==> config.mk <==
export PLATFORM = sky130hd
export DESIGN_NAME = intr_timer
export DESIGN_NICKNAME = d
export VERILOG_FILES = /design/src/hw/xv_pkg.sv /design/src/hw/intr_timer.sv
export SDC_FILE = /design/constraint.sdc
export NUM_CORES = 1
export LEC_CHECK = 0
export BUFFER_PORTS_ARGS = -buffer_cell sky130_fd_sc_hd__buf_2
export CELL_PAD_IN_SITES_DETAIL_PLACEMENT = 1
export CELL_PAD_IN_SITES_GLOBAL_PLACEMENT = 2
export CORE_UTILIZATION = 32
export CTS_CLUSTER_DIAMETER = 150
export CTS_CLUSTER_SIZE = 16
export DETAILED_ROUTE_END_ITERATION = 8
export PLACE_DENSITY_LB_ADDON = 0.05
export REMOVE_ABC_BUFFERS = 1
export SYNTH_ARGS = -nofsm -noshare
export SYNTH_HDL_FRONTEND = slang
export SYNTH_SLANG_ARGS = --single-unit
==> constraint.sdc <==
create_clock -name clk -period 2.7 [get_ports clk]
set_clock_uncertainty 0.05 [all_clocks]
set_input_delay 0.135 -clock clk [delete_from_list [all_inputs] [get_ports clk]]
set_output_delay 0.135 -clock clk [all_outputs]
set_load 0.02 [all_outputs]
==> src/hw/xv_pkg.sv <==
// word, register number, interrupt vector, VRAM request and fill command types

`default_nettype none

package xv_pkg;

    // VRAM word and width of every host register
    typedef logic [15:0] word_t;

    // host register numbers as seen on bus_reg_num_i
    typedef enum logic [3:0] {
        XM_INT_CTRL   = 4'd0,       // mask high byte, status/clear low byte
        XM_WR_INCR    = 4'd1,       // shared address increment
        XM_WR_ADDR    = 4'd2,       // VRAM write pointer
        XM_DATA       = 4'd3,       // VRAM data port
        XM_RD_ADDR    = 4'd4,       // VRAM read pointer
        XM_BLIT_DST   = 4'd5,       // fill start address
        XM_BLIT_VAL   = 4'd6,       // fill word
        XM_BLIT_COUNT = 4'd7,       // fill length whose write starts the fill
        XM_TIMER      = 4'd8,       // timer compare reloaded on write
        XM_SYS_CTRL   = 4'd9        // busy flags
    } xm_reg_e;

    // one bit per interrupt source with upper two unused
    typedef logic [3:0] intr_t;

    localparam int BLIT_INTR  = 0;  // fill done
    localparam int TIMER_INTR = 1;  // timer compare

    // one VRAM access from a requester
    typedef struct packed {
        logic  wr;                  // 1 = write, 0 = read
        word_t addr;                // word address wrapping at VRAM size
        word_t data;                // write data
    } mem_req_t;

    // block fill command
    typedef struct packed {
        word_t dst;                 // first address
        word_t val;                 // word stored at every address
        word_t count;               // number of words where 0 means nothing
    } blit_cmd_t;

endpackage

`default_nettype wire

==> src/hw/intr_timer.sv <==
// one-shot compare timer, interrupt pending status and bus interrupt

`default_nettype none
`timescale 1ns/1ps

module intr_timer #(
    parameter int TIMER_DIV = 4             // clocks per tick
)(
    input  wire logic               clk,
    input  wire logic               reset_i,
    input  wire logic               blit_done_i,    // fill finished
    input  wire xv_pkg::word_t      timer_cmp_i,    // ticks until timer source
    input  wire logic               timer_load_i,   // restart timer
    input  wire xv_pkg::intr_t      intr_mask_i,
    input  wire xv_pkg::intr_t      intr_clear_i,
    output xv_pkg::intr_t           intr_status_o,  // pending sources
    output logic                    bus_intr_o
);

localparam int DIV_W = (TIMER_DIV > 1) ? $clog2(TIMER_DIV) : 1;

logic [DIV_W-1:0]   div_cnt;        // prescaler
logic               tick;
xv_pkg::word_t      tick_cnt;
logic               armed;          // one shot pending
logic               timer_src;
xv_pkg::intr_t      src;

assign tick = (div_cnt == DIV_W'(TIMER_DIV - 1));

always_ff @(posedge clk) begin
    if (reset_i) begin
        div_cnt   <= '0;
        tick_cnt  <= '0;
        armed     <= 1'b0;
        timer_src <= 1'b0;
    end else begin
        timer_src <= 1'b0;
        if (timer_load_i) begin
            div_cnt  <= '0;             // restart from zero
            tick_cnt <= '0;
            armed    <= 1'b1;
        end else begin
            div_cnt <= tick ? '0 : div_cnt + 1'b1;
            if (tick) begin
                tick_cnt <= tick_cnt + 16'd1;
            end
            // compare*TIMER_DIV clocks after load
            if (armed && (timer_cmp_i == '0 ||
                          (tick && xv_pkg::word_t'(tick_cnt + 16'd1) == timer_cmp_i))) begin
                timer_src <= 1'b1;
                armed     <= 1'b0;
            end
        end
    end
end

always_comb begin
    src                     = '0;       // bits 2 and 3 stay 0
    src[xv_pkg::BLIT_INTR]  = blit_done_i;
    src[xv_pkg::TIMER_INTR] = timer_src;
end

always_ff @(posedge clk) begin
    if (reset_i) begin
        intr_status_o <= '0;
        bus_intr_o    <= 1'b0;
    end else begin
        // only new, enabled, not yet pending sources interrupt the host
        bus_intr_o    <= |(src & intr_mask_i & ~intr_status_o);
        intr_status_o <= (intr_status_o | src) & ~intr_clear_i;
    end
end

endmodule

`default_nettype wire

# [Word level (Yosys, flattened, before mapping)]
# Index checks and enable logic that the tools add are counted.
[totals] reg_bits=25 inputBits=28 out_inout_bits=5 wordCells=27
[classes] add_sub_neg=2 eq_ne=2 mux=3 bitwise=6 reduce_logical=8
[ops] cell="16-bit by 1-bit adder with 16-bit output, second input constant" count=1
[ops] cell="16-bit equality test" count=1
[ops] cell="16-bit zero test" count=1
[ops] cell="4-bit AND" count=2
[ops] cell="4-bit NOT" count=2
[ops] cell="2-bit by 4-bit AND with 4-bit output" count=1
[ops] cell="4-bit by 2-bit OR with 4-bit output" count=1
[ops] cell="4-bit OR reduction" count=1
[ops] cell="1-bit two-way mux" count=3
[ops] cell="3-bit OR reduction" count=1
[ops] cell="2-bit by 1-bit adder with 2-bit output, second input constant" count=1
[ops] cell="2-bit equality test, second input constant" count=1
[ops] cell="1-bit logical AND" count=2
[ops] cell="2-bit nonzero test" count=1
[ops] cell="2-bit OR reduction" count=1
[ops] cell="1-bit logical OR" count=1

# [Longest topological paths before layout]
# Gate-level depths: netlist (run 1).
[depth] word_depth=7 mapped_depth=8 ltp_nobuf=7

# [Worst setup path after synthesis (run 1)]
# OpenSTA, ideal clock, no wires.
[synth_timing] path_type="register to register" start="register tick_cnt[0]" end="register armed" setup_time_ns=0.117 arrival_ns=2.098 required_ns=2.533 slack_ns=0.434 stages_incl_launch_ff=8 n_path_buf=0 synth_period_minus_slack_ns=2.266 path_cell_list="dfxtp_1 -> ha_1 -> or3b_1 -> a211o_1 -> nand3_1 -> nand4_1 -> or4_4 -> a32o_1"
[synth_via] elab_chain_cells=6
[synth_rtl] item="start, declared" line_no="intr_timer.sv:24" text="xv_pkg::word_t tick_cnt;"
[synth_rtl] item="start signal, assigned" line_no="intr_timer.sv:46" text="tick_cnt <= tick_cnt + 16'd1;"
[synth_rtl] item="16-bit by 1-bit adder with 16-bit output" line_no="intr_timer.sv:50" text="(tick && xv_pkg::word_t'(tick_cnt + 16'd1) == timer_cmp_i))) begin"
[synth_rtl] item="16-bit equality test" line_no="intr_timer.sv:50"
[synth_rtl] item="1-bit logical AND" line_no="intr_timer.sv:50"
[synth_rtl] item="1-bit logical OR" line_no="intr_timer.sv:49" text="if (armed && (timer_cmp_i == '0 ||"
[synth_rtl] item="1-bit logical AND" line_no="intr_timer.sv:49"
[synth_rtl] item="2-bit nonzero test (no source line)"
[synth_rtl] item="end signal, assigned" line_no="intr_timer.sv:35" text="armed <= 1'b0;"
[synth_rtl] item="end signal, assigned" line_no="intr_timer.sv:42" text="armed <= 1'b1;"
[synth_rtl] item="end signal, assigned" line_no="intr_timer.sv:52" text="armed <= 1'b0;"
[synth_rtl] item="end, declared" line_no="intr_timer.sv:25" text="logic armed;"
# Every way passes these cells.
# A chain may end at the register's enable or synchronous reset.

# [Worst setup path in the final report (run 1)]
[layout_timing] start="register tick_cnt[4]" end="register armed"
# The elaborated chain is that of the path after synthesis.

==> results by group, run 1 <==
STA
  • F_max: 411 MHz
  • Final Hold Fails: 0
  • Min Tclk post-route: 2.43 ns
  • Slew @ Worst Pin: 0.408 ns
  • Unrepaired setup endpoints after global routing: no
  • Fin Hold WS: 0.0419 ns
  • Final setup fails: 0
  • Final period utilization: 90.2%
  • Max-slew violation count: 0
  • Setup TNS: 0 ns
  • Relative slew margins: 72.8%

Flow run
  • Max_cap viols: 0

Worst setup path
  • Worst-path maximum fanout: 7
  • Worst R2R Path Depth: 6
  • WP data arrival: 2.56 ns
  • CP Data Required Time: 2.82 ns
  • Worst setup path class: reg -> reg
  • Critical R2R Capture: armed
  • Crit path launch type: flip-flop
  • Cells along the critical path: nand4_1 -> nor4_1 -> xnor2_1 -> nand4_1 -> or4_4 -> a32o_1
  • Worst stage delay on the critical path: 0.51 ns
  • R2R Setup Slk: 0.27 ns
  • CP endpoint kind: flip-flop
  • Slowest stage cell, crit path: or4_4
  • Cell mode on critical path: nand4_1
  • RR Startpoint: tick_cnt[4]

Pwr
  • Power density over cell area: 371 mW/mm^2
  • Leakage: 0.654 nW
  • Maximum vdd ir drop: 0.182 mV
  • Post-layout total power: 0.674 mW

Clock tree
  • CTS tree: built
  • Post-CTS sizing: 0
  • Max clock buf depth: 2
  • Total CTS buffers: 3
  • Setup bufs post-CTS: 0
  • Worst-Skew Late Latency: 0.27 ns
  • TritonCTS Sinks: 25
  • Root buf cell: clkbuf_8
  • Hold_buf cts: 4
  • H-tree depth: 1
  • Clk pin slew, worst setup/hold paths: 0.09 ns

Drt
  • Via count: 1,394
  • Vias per Instance: 5.01
  • Routed wire per std cell: 14.3 um
  • Final ANT Viol Nets: 0
  • Final WL: 3980 um
  • Drt drc: 0
  • DRT iter0 DRCs: 48
  • Router iterations before antenna repair: 4

Logic synthesis
  • Mapped cell area: 0.00159 sq mm
  • Yosys reg bits: 25
  • Ys Warns: 0
  • EDFF count, synth: 0
  • Post-Synth XOR/XNOR Area: 19.7%
  • Cells after Synth: 185
  • Post-synthesis sequential area ratio: 31.4%
  • Simple-gate area share of the yosys netlist: 29.4%
  • Post-synthesis mux area share: 0.628%
  • Async SR Flop Fraction: 0%
  • Syn avg cell area: 8.61 sq um
  • Synth Area in Adders: 1.57%
  • Main synth FF type: dfxtp_1
  • Compound-Gate Fraction of Synth Area: 9.11%
  • Yosys cell types: 46
  • Largest family of logic cells by synthesized area: simple AND/OR/NAND/NOR gates

Layout
  • Final nets: 242
  • Layout area overhead: 14.1%
  • Reg area: 500 sq um
  • Filler cells: 593
  • Final instance area: 0.00182 sq mm
  • Layout cells sized above 1: 21.3%
  • N_diodes: 0
  • Area of the multi-input gates: 962 sq um

Placement
  • Routability-driven placement congestion ratio: 0.808
  • Detail Placement HPWL: 3120 um
  • Post-DP Area: 0.00173 sq mm
  • Port Buffers: 30

Global routing
  • Largest net degree at the start of global routing: 20
  • Initial antenna violation count: 0
  • GRT Total Usage: 16.1%
  • Total global routing overflow: 0
  • First-pass GRT wire length: 6510 um
  • Vias in the first global route: 1,402

Floorplan
  • Core area: 0.00475 sq mm
  • Die Y: 72.6 um
  • IO Pins: 33
  • Die ar.: 0.00526 sq mm
  • Die X: 72.6 um
  • Initial core utilization: 33.5%
  • Row count: 25

Status
  • Outcome: completed

Worst hold path
  • Hold Path Sink: armed
  • Worst Min Path Start: timer_load_i
  • Hold Path Class: in -> reg
  • Hold depth: 2
-- cell usage in the layout (no fill, tap or decap), drive strengths merged, types with 4 or more instances in the layout --
| cell type | count |
|---|---|
| nor3b | 4 |
| a21oi | 4 |
| xnor2 | 14 |
| nand3 | 8 |
| buf | 33 |
| nor4 | 6 |
| dfxtp | 25 |
| nand4 | 11 |
| nand2 | 11 |
| xor2 | 21 |
| nor2 | 22 |
| dlygate4sd3 | 4 |
-- kinds of logic (layout without fill, tap and decap cells) --
family / after synthesis / count (layout)
muxes: 1 / 1
and+or+nand+nor: 85 / 85
DFF: 25 / 25
xor gates and xnor gates: 35 / 35
AOI/OAI and AO/OA: 19 / 19
adders and majority gates: 2 / 2
buffers and inverters: 18 / 44
-- sequential cells by signal (all words and copies together), names as in the netlist --
name / count
tick_cnt: 16
intr_status_o: 4
div_cnt: 2
armed: 1
bus_intr_o: 1
timer_src: 1
-- power breakdown --
group          internal, mW  total [mW]  switching, mW  leakage [nW]
sequential            0.373       0.374        0.00156         0.202
combinational        0.0360      0.0731         0.0371         0.426
clock                 0.103       0.227          0.124        0.0255
total                 0.512       0.674          0.163         0.654
-- layout make-up --
class                           instances  area share [%]
Multi-Input combinational cell        142            53.0
Sequential cell                        25            27.5
Clock buffer                            3            2.27
Tap cell                               67            4.61
Clock inverter                          1           0.275
Inverter                                3           0.620
Timing Repair Buffer                   37            11.7
-- metrics by stage --
stage | worst slack [ns] | utilization, % | std cells
after global routing | 0.0967 | 38.2 | 278
after floorplan | 0.258 | - | 170
after CTS | 0.252 | 38.2 | 278
after global placement | 0.301 | 36.4 | 270
after detailed placement | 0.268 | 36.4 | 270
final | 0.266 | 38.2 | 278
-- metal layers --
metal,vias up,share of wire (%),global-route usage [%]
met5,-,0,0
met4,0,1.3,5.23
met3,5,2.8,2.22
met2,23,50,29.2
met1,668,46,19.5
li1,698,-,-
-- cells in the mapped netlist, types with 4 or more instances --
library cell	count	area share (%)
dfxtp_1	25	31
nor2_1	22	5.2
xor2_1	20	11
xnor2_1	14	7.7
nand2_1	11	2.6
nand4_1	11	4.3
nand3_1	8	2.5
buf_6	6	4.2
nor4_1	6	2.4
a21oi_1	4	1.3
buf_4	4	1.9
nor3b_1	4	1.9
-- worst max-delay path, delay by kind of cell (launching register included) --
family / cells / cell delay, ns
XOR/XNOR: 1 / 0.18
flip-flops: 1 / 0.49
AO/OA/AOI/OAI: 1 / 0.25
AND/OR/NAND/NOR: 4 / 1.36
-- worst max path at each step --
stage                           start     to  slack (ns)  cells past startpoint
after floorplan           tick_cnt[0]  armed        0.26                      7
after global placement    tick_cnt[0]  armed        0.30                      7
after detailed placement  tick_cnt[8]  armed        0.27                      6
after CTS                 tick_cnt[8]  armed        0.25                      6
after global routing      tick_cnt[8]  armed         0.1                      6
final                     tick_cnt[4]  armed        0.27                      6
No activity file was read; power rests on OpenSTA's default activity.
==> run 2, diff against run 1 <==
ABC_AREA = 1   (was not set)
CORE_UTILIZATION = 29   (was 32)
==> results by group, run 2 <==
Drt
  • Routed wire per std cell: 13.1 um (-8.6%)
  • Router iterations before antenna repair: 4 (unchanged)
  • Final ANT Viol Nets: 0 (unchanged)
  • Drt drc: 0 (unchanged)
  • Vias per Instance: 4.80 (-4.3%)
  • Final WL: 4760 um (+19%)
  • Via count: 1,742 (+25%)
  • DRT iter0 DRCs: 33 (-31%)

Floorplan
  • Core area: 0.00551 sq mm (+16%)
  • Die Y: 77.5 um (+6.8%)
  • Die X: 77.5 um (+6.8%)
  • Row count: 27 (+8.0%)
  • Initial core utilization: 30.0% (-3.5 points)
  • IO Pins: 33 (unchanged)
  • Die ar.: 0.00601 sq mm (+14%)

STA
  • Relative slew margins: 51.7% (-21 points)
  • Setup TNS: 0 ns (unchanged)
  • Unrepaired setup endpoints after global routing: no
  • Slew @ Worst Pin: 0.723 ns (+0.315 ns)
  • F_max: 499 MHz (+21%)
  • Min Tclk post-route: 2.00 ns (-0.430 ns)
  • Final Hold Fails: 0 (unchanged)
  • Fin Hold WS: 0.0599 ns (+0.0181 ns)
  • Final setup fails: 0 (unchanged)
  • PnR worst setup slack: 0.695 ns (+0.430 ns)
  • Final period utilization: 74.3% (-16 points)
  • Max-slew violation count: 0 (unchanged)

Global routing
  • Vias in the first global route: 1,691 (+21%)
  • GRT Total Usage: 17.1% (+0.96 points)
  • Total global routing overflow: 0 (unchanged)
  • First-pass GRT wire length: 7990 um (+23%)
  • Largest net degree at the start of global routing: 18 (-10%)
  • Initial antenna violation count: 0 (unchanged)

Worst setup path
  • Critical Path Source: tick_cnt[0]
  • Cells along the critical path: ha_1 -> nand2_1 -> nor2_8 -> nand2_1 -> nand3b_1 -> nand2_1 -> nor2_1 -> nand3_1 -> nor2_1 -> nand3_2 -> nand3_2 -> a21oi_2
  • WP data arrival: 2.13 ns (-0.43 ns)
  • CP Data Required Time: 2.83 ns (about the same)
  • Critical R2R Capture: armed
  • Crit path launch type: flip-flop
  • Worst setup path class: reg -> reg
  • Worst R2R Path Depth: 12 (+6)
  • Critical path capture point: armed
  • RR Startpoint: tick_cnt[0]
  • Worst stage delay on the critical path: 0.44 ns (-0.07 ns)
  • Worst-path maximum fanout: 10 (+3)
  • R2R Setup Slk: 0.70 ns (+0.43 ns)
  • Cell mode on critical path: nand2_1
  • CP endpoint kind: flip-flop
  • Slowest stage cell, crit path: dfxtp_1

Placement
  • Post-DP Area: 0.00188 sq mm (+8.7%)
  • Placed cells: 354 (+31%)
  • Detail Placement HPWL: 3710 um (+19%)
  • Routability-driven placement congestion ratio: 0.781 (-3.4%)
  • Placement Setup Slack: 0.666 ns (+0.398 ns)
  • Port Buffers: 30 (unchanged)

Layout
  • Max reg flops: 16 (unchanged)
  • Reg with most FFs: tick_cnt
  • Filler cells: 733 (+24%)
  • Final instance area: 0.00198 sq mm (+9.0%)
  • Layout cells sized above 1: 18.2% (-3.1 points)
  • Non-Filler Instances: 363 (+31%)
  • Area of the multi-input gates: 0.00102 sq mm (+5.7%)
  • Fin util: 36.0% (-2.2 points)
  • N_diodes: 0 (unchanged)
  • Layout area overhead: 19.8%
  • Largest regs: tick_cnt (16), intr_status_o (4), div_cnt (2)
  • Most frequent cells in the layout: nand2_1, inv_1, nand3_1, buf_2, dfxtp_1
  • Final nets: 322 (+33%)
  • Most common cell after layout, fill and taps aside: nand2_1
  • Reg area: 500 sq um (unchanged)

Clock tree
  • CTS tree: built
  • Total CTS buffers: 3 (unchanged)
  • Clk pin slew, worst setup/hold paths: 0.10 ns (about the same)
  • TritonCTS Sinks: 25 (unchanged)
  • Max clock buf depth: 2 (unchanged)
  • Worst-Skew Late Latency: 0.28 ns (about the same)
  • Post-CTS sizing: 0 (unchanged)
  • H-tree depth: 1 (unchanged)
  • Root buf cell: clkbuf_8

Logic synthesis
  • Yosys top cell area share: 30.3% (-1.1 points)
  • Largest family of logic cells by synthesized area: simple AND/OR/NAND/NOR gates
  • Yosys cell types: 27 (-41%)
  • Cells after Synth: 255 (+38%)
  • Async SR Flop Fraction: 0% (unchanged)
  • Count leader, synth: nand2_1
  • Compound-Gate Fraction of Synth Area: 8.25% (-0.86 points)
  • Post-synth top area cell: dfxtp_1
  • Main synth FF type: dfxtp_1
  • Simple-gate area share of the yosys netlist: 50.2% (+21 points)
  • Top cells by count, synth: nand2_1, inv_1, nand3_1
  • Post-synthesis mux area share: 0% (-0.63 points)
  • EDFF count, synth: 0 (unchanged)
  • Post-Synth XOR/XNOR Area: 1.59% (-18 points)
  • Synth Area in Adders: 1.51% (-0.057 points)
  • Yosys reg bits: 25 (unchanged)
  • Post-synthesis sequential area ratio: 30.3% (-1.1 points)
  • Synth top area cells: dfxtp_1, nand2_1, nand3_1, inv_1, o22ai_1
  • Mapped cell area: 0.00165 sq mm (+3.8%)
  • Ys Warns: 0 (unchanged)
  • Syn avg cell area: 6.48 sq um (-25%)

Pwr
  • Maximum vdd ir drop: 0.172 mV (-5.1%)
  • Leakage: 0.885 nW (+35%)
  • Power density over cell area: 349 mW/mm^2 (-5.9%)
  • Post-layout total power: 0.692 mW (+2.6%)

Flow run
  • Max_cap viols: 0 (unchanged)

Status
  • Outcome: completed

Worst hold path
  • Hold Path Class: in -> reg
  • Worst Min Path Start: reset_i
==> run 2: changes by cell type after synthesis, sizes merged, moves of 5 or more <==
cell	change
o22ai	+13
buf	-12
nand3	+25
nand3b	+5
xnor2	-12
inv	+30
nand2	+71
xor2	-20
nor2	+7
==> run 2: worst min path at each step <==
stage	endpoint	slack [ns]	cells after the start
2_1_floorplan	armed	0.15	1
3_3_place_gp	intr_status_o[2]	0.25	2
3_5_place_dp	intr_status_o[2]	0.25	2
4_1_cts	armed	0.05	2
5_1_grt	bus_intr_o	0.06	3
6_report	armed	0.06	2
==> run 2: power breakdown <==
part	internal, mW	switching, mW	leakage [nW]
Clock	0.105	0.144	0.0217
Sequential	0.372	0.00197	0.202
Combinational	0.0319	0.0366	0.661
==> run 2: what timing repair did <==
action | CTS | global route
hold buffers | 5 | 0
setup buffers | 0 | 0
endpoints found under the hold margin | 5 | 0
==> run 2: final cells by class <==
class	count	area share [%]
multi-input combinational	194	51.4
tap	72	4.55
clock inverter	1	0.379
inverter	33	6.25
clock buffer	3	2.08
timing repair buffer	35	10.1
sequential	25	25.3
==> run 2: worst max-delay path: cells and delay by family (launching register included) <==
family          cells  cell delay (ns)
simple gates       10             1.13
flops               1             0.44
fa+ha+maj           1             0.22
compound gates      1             0.05
==> run 2: logic make-up after synthesis <==
kind of cell,count (synthesis)
xor gates and xnor gates,3
AOI/OAI and AO/OA,21
buffers and inverters,36
DFF,25
and+or+nand+nor,168
adders and majority gates,2
==> run 2: layer usage <==
| layer | vias up | global-route usage (%) | routed length [um] |
|---|---|---|---|
| li1 | 914 | - | - |
| met1 | 803 | 21.3 | 2290 |
| met2 | 21 | 30.8 | 2320 |
| met3 | 4 | 1.88 | 106 |
| met4 | 0 | 4.53 | 40 |
| met5 | - | 0 | 0 |
