### config.mk
export PLATFORM = sky130hd
export DESIGN_NAME = blit_fill
export DESIGN_NICKNAME = d
export VERILOG_FILES = /design/src/hw/xv_pkg.sv /design/src/hw/blit_fill.sv
export SDC_FILE = /design/constraint.sdc
export NUM_CORES = 1
export LEC_CHECK = 0
export BUFFER_PORTS_ARGS = -buffer_cell sky130_fd_sc_hd__buf_2
export CORE_ASPECT_RATIO = 1.5
export CORE_UTILIZATION = 50
export DETAILED_ROUTE_END_ITERATION = 10
export HOLD_SLACK_MARGIN = 0.06
export PLACE_DENSITY = 0.87
export SLEW_MARGIN = 20
export SYNTH_ARGS = -nofsm -noshare
export SYNTH_HDL_FRONTEND = slang
export SYNTH_SLANG_ARGS = --single-unit
### constraint.sdc
create_clock -name clk -period 2.5 [get_ports clk]
set_input_delay 0.125 -clock clk [delete_from_list [all_inputs] [get_ports clk]]
set_output_delay 0.125 -clock clk [all_outputs]
set_load 0.01 [all_outputs]
### src/hw/xv_pkg.sv
// word, register number, interrupt vector, VRAM request and fill command types

`default_nettype none

package xv_pkg;

    // VRAM word and width of every host register
    typedef logic [15:0] word_t;

    // host register numbers as seen on bus_reg_num_i
    typedef enum logic [3:0] {
        XM_INT_CTRL   = 4'd0,       // mask high byte, status/clear low byte
        XM_WR_INCR    = 4'd1,       // shared address increment
        XM_WR_ADDR    = 4'd2,       // VRAM write pointer
        XM_DATA       = 4'd3,       // VRAM data port
        XM_RD_ADDR    = 4'd4,       // VRAM read pointer
        XM_BLIT_DST   = 4'd5,       // fill start address
        XM_BLIT_VAL   = 4'd6,       // fill word
        XM_BLIT_COUNT = 4'd7,       // fill length whose write starts the fill
        XM_TIMER      = 4'd8,       // timer compare reloaded on write
        XM_SYS_CTRL   = 4'd9        // busy flags
    } xm_reg_e;

    // one bit per interrupt source with upper two unused
    typedef logic [3:0] intr_t;

    localparam int BLIT_INTR  = 0;  // fill done
    localparam int TIMER_INTR = 1;  // timer compare

    // one VRAM access from a requester
    typedef struct packed {
        logic  wr;                  // 1 = write, 0 = read
        word_t addr;                // word address wrapping at VRAM size
        word_t data;                // write data
    } mem_req_t;

    // block fill command
    typedef struct packed {
        word_t dst;                 // first address
        word_t val;                 // word stored at every address
        word_t count;               // number of words where 0 means nothing
    } blit_cmd_t;

endpackage

`default_nettype wire

### src/hw/blit_fill.sv
// constant block fill engine with busy flag and done pulse

`default_nettype none
`timescale 1ns/1ps

module blit_fill (
    input  wire logic               clk,
    input  wire logic               reset_i,
    input  wire logic               start_i,    // one-cycle start ignored while busy
    input  wire xv_pkg::blit_cmd_t  cmd_i,
    input  wire logic               ack_i,      // VRAM accepted write
    output logic                    sel_o,
    output xv_pkg::mem_req_t        req_o,
    output logic                    busy_o,
    output logic                    done_o      // cycle after last ack
);

typedef enum logic {
    IDLE,
    FILL
} state_e;

state_e         state;
xv_pkg::word_t  ptr;            // next address
xv_pkg::word_t  val;            // fill word
xv_pkg::word_t  remain;         // writes left including current

always_ff @(posedge clk) begin
    if (reset_i) begin
        state  <= IDLE;
        done_o <= 1'b0;
    end else begin
        done_o <= 1'b0;
        case (state)
            IDLE: if (start_i) begin
                if (cmd_i.count == '0) begin
                    done_o <= 1'b1;     // empty fill ends at once
                end else begin
                    state <= FILL;
                end
            end
            FILL: if (ack_i && remain == 16'd1) begin
                state  <= IDLE;
                done_o <= 1'b1;
            end
            default: state <= IDLE;
        endcase
    end
end

always_ff @(posedge clk) begin
    if (state == IDLE && start_i) begin
        ptr    <= cmd_i.dst;
        val    <= cmd_i.val;
        remain <= cmd_i.count;
    end else if (state == FILL && ack_i) begin
        ptr    <= ptr + 16'd1;          // count up
        remain <= remain - 16'd1;
    end
end

assign sel_o  = (state == FILL);        // request held while filling
assign busy_o = (state == FILL);

always_comb begin
    req_o.wr   = 1'b1;                  // fill only writes
    req_o.addr = ptr;
    req_o.data = val;
end

endmodule

`default_nettype wire

* Word level (Yosys, flattened, before mapping)
Cells that the tools add are included.
** Storage, ports and cells
- Register bits :: 50
- Bits of input ports :: 52
- Output and inout bits :: 36
- Logic and storage cells :: 26
** Operators by class
- $add $sub $neg :: 2
- Equal/unequal tests :: 1
- Multiplexer cells :: 12
- Bitwise logic cells :: 1
- Reductions and logical operators :: 5
** Operators by type and width (number)
- 2-to-1 mux 16 bit :: 4
- adder 16 x 1 -> 16 bit, second input constant :: 1
- == test 16 x 1 -> 1 bit, second input constant :: 1
- zero test 16 bit :: 1
- subtractor 16 x 1 -> 16 bit, second input constant :: 1
- 2-to-1 mux 1 bit :: 6
- one-hot mux 1 bit (2 select lines) :: 2
- logical AND 1 bit :: 3
- nonzero test 2 bit :: 1
- NOT 1 bit :: 1

* Longest topological paths before layout
Gate-level depths: netlist (run 1).
- Depth in word-level cells :: 4
- Mapped depth :: 6
- Gate-level depth less buffers :: 6

* Worst setup path before layout (run 1)
OpenSTA, ideal clock, no wires.
- Kind :: flip-flop to flip-flop
- Start :: register state, in the netlist busy_o
- End :: register ptr[0] (enable)
- Setup time :: 478 ps
- Arrival time :: 1613 ps
- Required time :: 2022 ps
- Setup slack :: 409 ps
- Stages on the path, launching flop included :: 5
- Path buffers :: 2
- Clock period less this slack :: 2091 ps
- Cell sequence :: dfxtp_1 nand2b_1 clkbuf_1 clkbuf_1 nand2_1
** Between the ends
- Longest elaborated chain between the ends :: 3
- Elaborated cells between the ends (all ways) :: 4
- Classes of those cells :: bitwise: 1; reduce/logical: 3
** Ends and longest elaborated chain
- start: declaration :: RTL line blit_fill.sv:23 : state_e state;
- start signal: assignment :: RTL line blit_fill.sv:30 : state <= IDLE;
- start signal: assignment :: RTL line blit_fill.sv:39 : state <= FILL;
- start signal: assignment :: RTL line blit_fill.sv:43 : state <= IDLE;
- NOT 1 bit
- logical AND 1 bit :: RTL line blit_fill.sv:52 : if (state == IDLE && start_i) begin
- nonzero test 2 bit (no source line) *
- end signal: assignment :: RTL line blit_fill.sv:53 : ptr <= cmd_i.dst;
- end signal: assignment :: RTL line blit_fill.sv:57 : ptr <= ptr + 16'd1;
- end: declaration :: RTL line blit_fill.sv:24 : xv_pkg::word_t ptr;
Every way passes the cells marked *; elsewhere a longest branch is shown, timed or not.
A chain may end at the register's enable or synchronous reset.

* Worst setup path in the final report (run 1)
- Start :: register remain[8]
- End :: register remain[15], data pin
** Between the ends
- Longest elaborated chain between the ends :: 3
** Ends and longest elaborated chain
- start: declaration :: RTL line blit_fill.sv:26 : xv_pkg::word_t remain;
- start signal: assignment :: RTL line blit_fill.sv:55 : remain <= cmd_i.count;
- start signal: assignment :: RTL line blit_fill.sv:58 : remain <= remain - 16'd1;
- subtractor 16 x 1 -> 16 bit :: RTL line blit_fill.sv:58
- 2-to-1 mux 16 bit :: RTL line blit_fill.sv:56 : end else if (state == FILL && ack_i) begin
- 2-to-1 mux 16 bit :: RTL line blit_fill.sv:52
No other way between the ends. The select of a mux whose other input is x is not followed.

==> metrics.md, run 1 <==
| Metric | Value |
|---|---|
| IO Port Bufs | 86 |
| Detailed-route vias per instance | 5.42 |
| Relative slew margins | 0.658 |
| Highest net fanout along the worst path | 5 |
| Setup slack on the worst flop-to-flop path | 0.69 ns |
| Die Footprint | 5260 sq um |
| Die height | 88.3 um |
| Capturing element of the worst setup path | remain[15] |
| Final TNS setup | 0 ns |
| Final setup skew | 0.00764 ns |
| Most common cell after layout, fill and taps aside | sky130_fd_sc_hd__buf_2 |
| IO Count | 88 |
| Number of nets in the layout | 381 |
| Mean Syn Cell Area | 11.2 sq um |
| Worst-Skew Late Latency | 0.30 ns |
| Wirelength, routed | 5840 um |
| Average routed wire per standard cell | 14.9 um |
| CTS tree | done |
| All-Layer GR Usage | 0.233 |
| Syn Std Cell Area | 2480 sq um |
| Leakage power summed over all cells | 1.26 nW |
| Number of violations of the max-capacitance limit | 0 |
| Nets in the synthesized netlist | 276 |
| Path class of the lowest-slack min-delay path | primary input to register |
| Fraction of final layout cells with drive strength greater than 1 | 0.312 |
| Effective utilization at floorplan | 0.517 |
| Unique masters post-synth | 36 |
| Type of the worst setup path | register to register |
| Total of cells resized after clock tree synthesis | 0 |
| RSZ-0062 raised after global routing | false |
| Number of cell rows | 31 |
| Achievable frequency | 551 MHz |
| WP data required | 2.66 ns |
| Initial DRT Pass Iterations | 4 |
| Weighted congestion reported at the end of routability-driven placement | 0.868 |
| Maximum number of pins on one net before global-route repair | 33 |
| Area share of the largest cell type after synthesis | 0.580 |
| Number of storage elements in the synthesis netlist | 50 |
| Leading area contributor after synthesis | sky130_fd_sc_hd__edfxtp_1 |
| Number of cells produced by synthesis | 221 |
| VDD IR-drop max | 0.000294 V |
| TritonCTS buffer count | 5 |
| Number of setup violations in the final report | 0 |
| Post-CTS setup buffer count | 0 |
| Most utilized layer in the global route result | met2 |
| Count of unresolved DRC violations after routing | 0 |
| Smallest hold slack | 0.0970 ns |
| Count of routing violations after the opening detailed-route iteration | 100 |
| Startpoint of the worst setup timing path | remain[8] |
| Number of nets with antenna violations after detailed routing | 0 |
| Ant diodes | 0 |
| Clock slew seen by the registers of the worst setup and hold paths | 0.09 ns |
| Total number of vias | 2130 |
| Width of the chip | 59.6 um |
| Pwr/cell area | 608 nW/um^2 |
| R2R depth | 4 |
| Number of buffers added to fix hold violations after cts | 17 |
| Critical path arrival | 1.97 ns |
| Detailed placer's ending HPWL | 4040 um |
| Overall power of the completed layout | 1.99 mW |
| Met3 track utilization from global routing | 0.0424 |
| Dpl ws | 0.670 ns |
| Highest-count cells in the layout ignoring fill and taps | sky130_fd_sc_hd__buf_2 (86), sky130_fd_sc_hd__edfxtp_1 (48), sky130_fd_sc_hd__nand2_1 (32), sky130_fd_sc_hd__o21ai_0 (21), sky130_fd_sc_hd__dlygate4sd3_1 (17) |
| Minimum setup slack in the final design | 0.685 ns |
| First-pass GRT wire length | 9130 um |
| H-tree lvl count | 2 |
| Layout area overhead | 31.3% |
| Met1 usage in global routing | 0.244 |
| Time the worst path needs with I/O delays and setup | 1.81 ns |
| Total number of clock tree sinks | 50 |
| Total count of hold-check failures in the final report | 0 |
| Initial antenna violation count | 0 |
| Reg2Reg Capture Point | remain[15] |
| Congestion Overflow GR | 0 |
| Fraction of the yosys area taken by sequential cells | 0.596 |
| Total number of yosys warnings | 0 |
| RR Startpoint | remain[8] |
| Startpoint types | register |
| Status | complete, no violations |
| Placeable core region | 4810 sq um |
| Share of the cycle needed by the critical path after routing | 0.726 |
| Post-route standard cell area excluding fillers | 3260 sq um |
| Deepest clock path buffer count | 2 |
| Largest cells by area after synthesis | sky130_fd_sc_hd__edfxtp_1 (58%), sky130_fd_sc_hd__nand2_1 (4.8%), sky130_fd_sc_hd__xor2_1 (4.6%) |
| Final number of max-transition violations | 0 |
| Via count of the first global-routing pass | 2139 |
| Dpl cell area | 2980 sq um |
| Transition time at the pin with the least slew margin | 0.508 ns |
| Met2 track utilization from global routing | 0.444 |
| Critical path capture point type | register |
| Clk Tree Root Cell | sky130_fd_sc_hd__clkbuf_8 |
-- where the power goes --
group          internal, mW  switching (mW)  leakage [nW]  total, mW
Combinational         0.150           0.171         0.732      0.321
Clock                 0.299           0.261        0.0514      0.560
Sequential             1.02          0.0824         0.480       1.10
-- state kept, by name, summed over array words and instances, names as in the netlist --
signal,flops
ptr,16
remain,16
val,16
busy_o,1
done_o,1
-- through the flow --
step | instances | utilization
after floorplan | 221 | -
after global placement | 368 | 0.620
after detailed placement | 368 | 0.620
after CTS | 393 | 0.678
after global routing | 393 | 0.678
final | 393 | 0.678
-- critical path, stage by stage (launching register included) --
cell	delay [ns]
sky130_fd_sc_hd__edfxtp_1	0.48
sky130_fd_sc_hd__nor3_1	0.46
sky130_fd_sc_hd__nand3b_1	0.22
sky130_fd_sc_hd__or3_1	0.35
sky130_fd_sc_hd__a31oi_1	0.16
-- layout make-up --
| type | instances | area [sq um] |
|---|---|---|
| fillers | 392 | 1550 |
| flip-flops and latches | 50 | 1480 |
| multi-input cells | 157 | 936 |
| repair buffers | 108 | 638 |
| well taps | 66 | 82.6 |
| clock buffers | 6 | 72.6 |
| clock inverters | 2 | 37.5 |
| inverters | 4 | 15.0 |
-- per-layer routing --
metal / vias up / wire length [um]
met4: 0 / 129
met3: 12 / 436
met1: 980 / 2160
met2: 113 / 3120
met5: - / 0
li1: 1025 / -
-- worst min path at each step --
stage                         start       to  slack (ns)  cells past startpoint
final                     cmd_i[41]   ptr[9]         0.1                      3
after global placement    cmd_i[27]  val[11]        0.30                      1
after CTS                 cmd_i[41]   ptr[9]        0.09                      3
after detailed placement  cmd_i[20]   val[4]        0.30                      1
after floorplan             reset_i   done_o        0.20                      1
after global routing      cmd_i[45]  ptr[13]         0.1                      3
-- synth_stat cells --
library cell / n
sky130_fd_sc_hd__nand2b_1: 1
sky130_fd_sc_hd__nand4_1: 7
sky130_fd_sc_hd__or3_1: 2
sky130_fd_sc_hd__dfxtp_1: 2
sky130_fd_sc_hd__inv_1: 4
sky130_fd_sc_hd__clkbuf_1: 7
sky130_fd_sc_hd__nor3_1: 6
sky130_fd_sc_hd__nor2_1: 16
sky130_fd_sc_hd__xor2_1: 13
sky130_fd_sc_hd__or4_1: 3
sky130_fd_sc_hd__nor4_1: 6
sky130_fd_sc_hd__a21oi_1: 7
sky130_fd_sc_hd__o31ai_1: 2
sky130_fd_sc_hd__nand4b_1: 1
sky130_fd_sc_hd__o41ai_1: 1
sky130_fd_sc_hd__nor4_4: 1
sky130_fd_sc_hd__ha_1: 3
sky130_fd_sc_hd__nand2_4: 1
sky130_fd_sc_hd__and4_1: 1
sky130_fd_sc_hd__xnor2_1: 10
sky130_fd_sc_hd__nor3b_1: 1
sky130_fd_sc_hd__conb_1: 1
sky130_fd_sc_hd__edfxtp_1: 48
sky130_fd_sc_hd__a31oi_1: 4
sky130_fd_sc_hd__buf_4: 2
sky130_fd_sc_hd__nand3_1: 9
sky130_fd_sc_hd__nand2_1: 32
sky130_fd_sc_hd__buf_6: 1
sky130_fd_sc_hd__nand3_2: 1
sky130_fd_sc_hd__o32a_1: 1
sky130_fd_sc_hd__nor4b_1: 1
sky130_fd_sc_hd__and3_1: 2
sky130_fd_sc_hd__o21ai_0: 21
sky130_fd_sc_hd__o211ai_1: 1
sky130_fd_sc_hd__nand3b_1: 1
sky130_fd_sc_hd__nor4_2: 1
-- kinds of logic after synthesis --
logic type | after synthesis | synth area share
flops | 50 | 0.596
buf+inv | 14 | 0.0272
other cells | 1 | 0.00151
simple gates | 93 | 0.196
fa+ha+maj | 3 | 0.0151
compound gates | 37 | 0.0831
xor+xnor | 23 | 0.0811
Note: power is estimated with default switching activity, not from simulation.
==> run 2: changes to the inputs <==
--- a/config.mk
+++ b/config.mk
@@ -7,10 +7,10 @@
 export LEC_CHECK = 0
 export BUFFER_PORTS_ARGS = -buffer_cell sky130_fd_sc_hd__buf_2
 export CORE_ASPECT_RATIO = 1.5
-export CORE_UTILIZATION = 50
+export CORE_UTILIZATION = 45
 export DETAILED_ROUTE_END_ITERATION = 10
 export HOLD_SLACK_MARGIN = 0.06
-export PLACE_DENSITY = 0.87
+export PLACE_DENSITY = 0.83
 export SLEW_MARGIN = 20
 export SYNTH_ARGS = -nofsm -noshare
 export SYNTH_HDL_FRONTEND = slang
==> constraint.sdc (replaced) <==
create_clock -name clk -period 1.6 [get_ports clk]
set_input_delay 0.08 -clock clk [delete_from_list [all_inputs] [get_ports clk]]
set_output_delay 0.08 -clock clk [all_outputs]
set_load 0.01 [all_outputs]
==> run 2 against run 1 <==
The run now ends with negative setup slack left. Flip-flop and latch count stayed put. Sequential share of layout area down 5.9 points. Register-to-register slack worse by 0.83 ns. Global-route usage down 0.58 points. Hold slack lost 0.024 ns. Clock-buffer cell count down 1. Worst setup slack worse by 0.83 ns. Sequential power up 54%. Via count grew 6.0%. Maximum frequency grew 3.8%. Non-clock buffer count increased by 45. Critical path depth stayed put.
==> metrics.md, run 2 (same netlist as run 1, synthesis figures left out) <==
| Metric | Value |
|---|---|
| Highest net fanout along the worst path | 4 (was 5) |
| Number of violations of the max-capacitance limit | 0 (unchanged) |
| Number of nets with antenna violations after detailed routing | 0 (unchanged) |
| Critical path arrival | 1.80 ns (was 1.97 ns) |
| Weighted congestion reported at the end of routability-driven placement | 0.894 (was 0.868) |
| Detailed placer's ending HPWL | 4370 um (was 4040 um) |
| Deepest clock path buffer count | 2 (unchanged) |
| Path class of the lowest-slack min-delay path | primary input to register (unchanged) |
| Clk Tree Root Cell | sky130_fd_sc_hd__clkbuf_8 (unchanged) |
| Critical path capture point type | register (unchanged) |
| IO Port Bufs | 86 (unchanged) |
| Dpl ws | -0.0774 ns (was 0.670 ns) |
| Die height | 93.0 um (was 88.3 um) |
| Smallest hold slack | 0.0729 ns (was 0.0970 ns) |
| Initial DRT Pass Iterations | 4 (unchanged) |
| Number of nets in the layout | 426 (was 381) |
| Maximum number of pins on one net before global-route repair | 36 (was 33) |
| Via count of the first global-routing pass | 2260 (was 2139) |
| Overall power of the completed layout | 3.32 mW (was 1.99 mW) |
| Post-layout instance count excluding filler cells | 440 (was 393) |
| Minimum setup slack in the final design | -0.149 ns (was 0.685 ns) |
| Fraction of final layout cells with drive strength greater than 1 | 0.422 (was 0.312) |
| Status | finished with violations (was complete, no violations) |
| Total number of clock tree sinks | 50 (unchanged) |
| Layout area overhead | 51.0% (was 31.3%) |
| Fill cells | 372 (was 392) |
| Most common cell after layout, fill and taps aside | sky130_fd_sc_hd__buf_2 (unchanged) |
| Leakage power summed over all cells | 1.50 nW (was 1.26 nW) |
| Placeable core region | 5250 sq um (was 4810 sq um) |
| Highest-count cells in the layout ignoring fill and taps | sky130_fd_sc_hd__buf_2 (86), sky130_fd_sc_hd__edfxtp_1 (48), sky130_fd_sc_hd__buf_4 (38), sky130_fd_sc_hd__nand2_1 (31), sky130_fd_sc_hd__dlygate4sd3_1 (26) (was sky130_fd_sc_hd__buf_2 (86), sky130_fd_sc_hd__edfxtp_1 (48), sky130_fd_sc_hd__nand2_1 (32), sky130_fd_sc_hd__o21ai_0 (21), sky130_fd_sc_hd__dlygate4sd3_1 (17)) |
| Number of cell rows | 32 (was 31) |
| Die Footprint | 5830 sq um (was 5260 sq um) |
| Time the worst path needs with I/O delays and setup | 1.75 ns (was 1.81 ns) |
| Clock slew seen by the registers of the worst setup and hold paths | 0.09 ns (about the same) |
| Congestion Overflow GR | 0 (unchanged) |
| Pwr/cell area | 885 nW/um^2 (was 608 nW/um^2) |
| WP data required | 1.65 ns (was 2.66 ns) |
| Post-route standard cell area excluding fillers | 3750 sq um (was 3260 sq um) |
| Effective utilization at floorplan | 0.474 (was 0.517) |
| Count of unresolved DRC violations after routing | 0 (unchanged) |
| Wirelength, routed | 6510 um (was 5840 um) |
| All-Layer GR Usage | 0.228 (was 0.233) |
| First-pass GRT wire length | 10100 um (was 9130 um) |
| Final number of max-transition violations | 0 (unchanged) |
| Width of the chip | 62.7 um (was 59.6 um) |
| Average routed wire per standard cell | 14.8 um (was 14.9 um) |
| VDD IR-drop max | 0.000566 V (was 0.000294 V) |
| Total count of hold-check failures in the final report | 0 (unchanged) |
| CTS tree | done (unchanged) |
| Total number of vias | 2258 (was 2130) |
| Ant diodes | 0 (unchanged) |
| Share of the cycle needed by the critical path after routing | 1.09 (was 0.726) |
| RSZ-0062 raised after global routing | true (was false) |
| Worst-Skew Late Latency | 0.30 ns (about the same) |
| Achievable frequency | 572 MHz (was 551 MHz) |
| Violations in the final reports | negative setup slack |
| Startpoint types | register (unchanged) |
| Count of routing violations after the opening detailed-route iteration | 138 (was 100) |
| Dpl cell area | 3200 sq um (was 2980 sq um) |
| Detailed-route vias per instance | 5.13 (was 5.42) |
| IO Count | 88 (unchanged) |
| Placed Cells | 397 (was 368) |
| Post-route core utilization | 0.715 (was 0.678) |
| Final setup skew | 0.00653 ns (was 0.00764 ns) |
| Type of the worst setup path | register to register (unchanged) |
| Number of setup violations in the final report | 12 (was 0) |
| TritonCTS buffer count | 5 (unchanged) |
| Initial antenna violation count | 0 (unchanged) |
| H-tree lvl count | 2 (unchanged) |
| Final TNS setup | -0.928 ns (was 0 ns) |
| Top Registers | ptr x16, remain x16, val x16 (unchanged) |
-- run 2: cell types whose count changed in the layout (fill, tap and decap cells not counted), moves of 3 or more --
cell	before	now
sky130_fd_sc_hd__o21ai_1	0	5
sky130_fd_sc_hd__buf_4	5	38
sky130_fd_sc_hd__buf_6	0	3
sky130_fd_sc_hd__o21ai_0	21	16
sky130_fd_sc_hd__dlygate4sd3_1	17	26
-- run 2: worst paths after layout --
path / from / to / slack [ns] / cells after the start
max: remain[1] / remain[7] / -0.15 / 4
min: cmd_i[44] / ptr[12] / 0.07 / 3
max reg2reg: remain[1] / remain[7] / -0.15 / 4
min reg2reg: busy_o / busy_o / 0.56 / 2
-- run 2: routing by layer --
layer,track usage,share of wire
met5,0,0
met4,0.105,0.023
met3,0.0427,0.052
met2,0.428,0.54
met1,0.242,0.39
-- run 2: layout make-up --
type / count / area, sq um / area share
Tap cell: 68 / 85.1 / 0.0227
Sequential cell: 50 / 1480 / 0.395
Timing Repair Buffer: 153 / 1010 / 0.269
Multi-Input combinational cell: 157 / 1050 / 0.279
Clock inverter: 3 / 43.8 / 0.0117
Clock buffer: 5 / 68.8 / 0.0183
Inverter: 4 / 15.0 / 0.00400
-- run 2: timing repair --
action                                  in CTS  in global routing
hold endpoints to repair                    27                  0
hold buffers                                26                  0
cloned                                       0                  0
buffers inserted                             3                  6
endpoints found under the setup margin       9                 22
pin swaps                                    3                 12
resized for setup                            4                 24
-- run 2: critical path: stages, from the launching register on --
cell,delay (ns)
sky130_fd_sc_hd__edfxtp_1,0.47
sky130_fd_sc_hd__buf_4,0.17
sky130_fd_sc_hd__or4_4,0.52
sky130_fd_sc_hd__o41ai_2,0.21
sky130_fd_sc_hd__a31oi_1,0.12
-- run 2: where the power goes --
group / internal (mW) / switching [mW] / total, mW
sequential: 1.60 / 0.0952 / 1.69
clock: 0.469 / 0.416 / 0.885
combinational: 0.373 / 0.371 / 0.744
==> run 3: changes to the inputs <==
--- a/config.mk
+++ b/config.mk
@@ -15,3 +15,4 @@
 export SYNTH_ARGS = -nofsm -noshare
 export SYNTH_HDL_FRONTEND = slang
 export SYNTH_SLANG_ARGS = --single-unit
+export TNS_END_PERCENT = 10
==> run 3 against run 2 <==
Final cell count down 1.8%. Core utilization down 2.1 points. Die area unchanged. The flow still finishes with violations (negative setup slack). Register-to-register slack worse by 0.03 ns. Global-route usage up 1.9 points. Combinational power down 3.8%. Flip-flop and latch count unchanged. Hold slack worse by 0.0095 ns. Highest routed layer unchanged. Clock power up 3.8%. Non-clock buffer count down 8. Clock skew down 0.0026 ns.
==> metrics.md, run 3 (same netlist as run 1, synthesis figures left out) <==
| Metric | Value |
|---|---|
| Status | finished with violations (unchanged) |
| Violations in the final reports | negative setup slack (unchanged) |
| Placed Cells | 397 (unchanged) |
| First-pass GRT wire length | 11000 um (was 10100 um) |
| Highest net fanout along the worst path | 3 (was 4) |
| Wl on met1 | 2460 um (was 2530 um) |
| Startpoint types | register (unchanged) |
| Critical path capture point type | register (unchanged) |
| Buf/Inv on CP | 1 (unchanged) |
| IO Count | 88 (unchanged) |
| Clk Tree Root Cell | sky130_fd_sc_hd__clkbuf_8 (unchanged) |
| Highest-count cells in the layout ignoring fill and taps | sky130_fd_sc_hd__buf_2 (86), sky130_fd_sc_hd__edfxtp_1 (48), sky130_fd_sc_hd__buf_4 (32), sky130_fd_sc_hd__nand2_1 (31), sky130_fd_sc_hd__dlygate4sd3_1 (24) (was sky130_fd_sc_hd__buf_2 (86), sky130_fd_sc_hd__edfxtp_1 (48), sky130_fd_sc_hd__buf_4 (38), sky130_fd_sc_hd__nand2_1 (31), sky130_fd_sc_hd__dlygate4sd3_1 (26)) |
| Total number of clock tree sinks | 50 (unchanged) |
| Number of setup violations in the final report | 12 (unchanged) |
| Post-layout instance count excluding filler cells | 432 (was 440) |
| Delay of the slowest cell on the worst path | 0.56 ns (was 0.52 ns) |
| Achievable frequency | 562 MHz (was 572 MHz) |
| Sequence of cells on the critical path | buf_4 > or4_4 > o41ai_2 > a31oi_1 (unchanged) |
| Detailed placer's ending HPWL | 4410 um (was 4370 um) |
| All-Layer GR Usage | 0.247 (was 0.228) |
| Worst-Skew Late Latency | 0.30 ns (about the same) |
| Critical path arrival | 1.83 ns (was 1.80 ns) |
| Post-route standard cell area excluding fillers | 3640 sq um (was 3750 sq um) |
| Maximum number of pins on one net before global-route repair | 40 (was 36) |
| VDD IR-drop max | 0.000512 V (was 0.000566 V) |
| Initial antenna violation count | 0 (unchanged) |
| Number of violations of the max-capacitance limit | 0 (unchanged) |
| Overall power of the completed layout | 3.32 mW (about the same) |
| Ant diodes | 0 (unchanged) |
| Leakage power summed over all cells | 1.47 nW (was 1.50 nW) |
| Type of the worst setup path | register to register (unchanged) |
| Fraction of final layout cells with drive strength greater than 1 | 0.385 (was 0.422) |
| Fill cells | 389 (was 372) |
| Met3 Wirelength | 336 um (was 337 um) |
| Smallest hold slack | 0.0634 ns (was 0.0729 ns) |
| IO Port Bufs | 86 (unchanged) |
| Post-route core utilization | 0.694 (was 0.715) |
| Width of the chip | 62.7 um (unchanged) |
| Deepest clock path buffer count | 2 (unchanged) |
| Dpl ws | -0.181 ns (was -0.0774 ns) |
| Most common cell after layout, fill and taps aside | sky130_fd_sc_hd__buf_2 (unchanged) |
| Effective utilization at floorplan | 0.474 (unchanged) |
| Count of routing violations after the opening detailed-route iteration | 103 (was 138) |
| Final TNS setup | -0.758 ns (was -0.928 ns) |
| Top Registers | ptr x16, remain x16, val x16 (unchanged) |
| Kind of cell adding the most delay to the critical path | simple AND/OR/NAND/NOR gates (unchanged) |
| Share of the cycle needed by the critical path after routing | 1.11 (was 1.09) |
| Die Footprint | 5830 sq um (unchanged) |
| Time the worst path needs with I/O delays and setup | 1.78 ns (was 1.75 ns) |
| Detailed-route vias per instance | 5.30 (was 5.13) |
| TritonCTS buffer count | 5 (unchanged) |
| Initial DRT Pass Iterations | 4 (unchanged) |
| Placeable core region | 5250 sq um (unchanged) |
| Number of nets with antenna violations after detailed routing | 0 (unchanged) |
| Total count of hold-check failures in the final report | 0 (unchanged) |
| WP data required | 1.65 ns (about the same) |
| Minimum setup slack in the final design | -0.179 ns (was -0.149 ns) |
| Via count of the first global-routing pass | 2378 (was 2260) |
| H-tree lvl count | 2 (unchanged) |
| CP max stage cell | sky130_fd_sc_hd__or4_4 (unchanged) |
| Final setup skew | 0.00397 ns (was 0.00653 ns) |
| Top Metal Used | met4 (unchanged) |
| Count of unresolved DRC violations after routing | 0 (unchanged) |
| Pwr/cell area | 913 nW/um^2 (was 885 nW/um^2) |
| Clock slew seen by the registers of the worst setup and hold paths | 0.10 ns (was 0.09 ns) |
| Average routed wire per standard cell | 15.4 um (was 14.8 um) |
| Number of cell rows | 32 (unchanged) |
| Weighted congestion reported at the end of routability-driven placement | 0.853 (was 0.894) |
| Die height | 93.0 um (unchanged) |
| RSZ-0062 raised after global routing | true (unchanged) |
| CTS tree | done (unchanged) |
| Final number of max-transition violations | 0 (unchanged) |
| Dpl cell area | 3210 sq um (was 3200 sq um) |
| Congestion Overflow GR | 0 (unchanged) |
| Number of nets in the layout | 418 (was 426) |
| Met2 wire len | 3750 um (was 3500 um) |
| Total number of vias | 2288 (was 2258) |
| Wirelength, routed | 6650 um (was 6510 um) |
| Layout area overhead | 46.5% (was 51.0%) |
| Path class of the lowest-slack min-delay path | primary input to register (unchanged) |
[run 3: timing repair]
item | 4_1_cts | 5_1_grt
pin swaps | 5 | 3
hold buffers | 24 | 0
setup buffers | 2 | 1
setup endpoints to repair | 13 | 19
gates resized for setup | 8 | 4
cloned | 0 | 0
endpoints found under the hold margin | 25 | 0
[run 3: cell type report]
type	instances	area, sq um	area share
clock buffers	5	68.8	0.0189
clock inverters	3	43.8	0.0120
inverters	4	15.0	0.00413
multi-input cells	157	992	0.273
flip-flops and latches	50	1480	0.407
well taps	68	85.1	0.0234
repair buffers	145	953	0.262
[run 3: final timing paths]
kind                                start   endpoint  slack [ns]  depth (start not counted)
worst max register to register  remain[2]  remain[7]       -0.18                          4
worst max-delay path            remain[2]  remain[7]       -0.18                          4
worst min-delay path            cmd_i[45]    ptr[13]        0.06                          3
worst min register to register     busy_o     busy_o        0.56                          2
[run 3: tightest hold or removal path, stage by stage]
cell                      delay [ns]
sky130_fd_sc_hd__buf_2          0.08
sky130_fd_sc_hd__nand2_1        0.04
sky130_fd_sc_hd__o21ai_0        0.07
[run 3: power by group]
group	switching, mW	total [mW]	internal [mW]
combinational	0.363	0.716	0.353
clock	0.450	0.919	0.469
sequential	0.0911	1.69	1.60
[run 3: per-layer routing]
| metal | global-route usage | vias to the layer above |
|---|---|---|
| met1 | 0.257 | 1076 |
| met2 | 0.485 | 101 |
| li1 | - | 1099 |
| met5 | 0 | - |
| met3 | 0.0427 | 12 |
| met4 | 0.0891 | 0 |
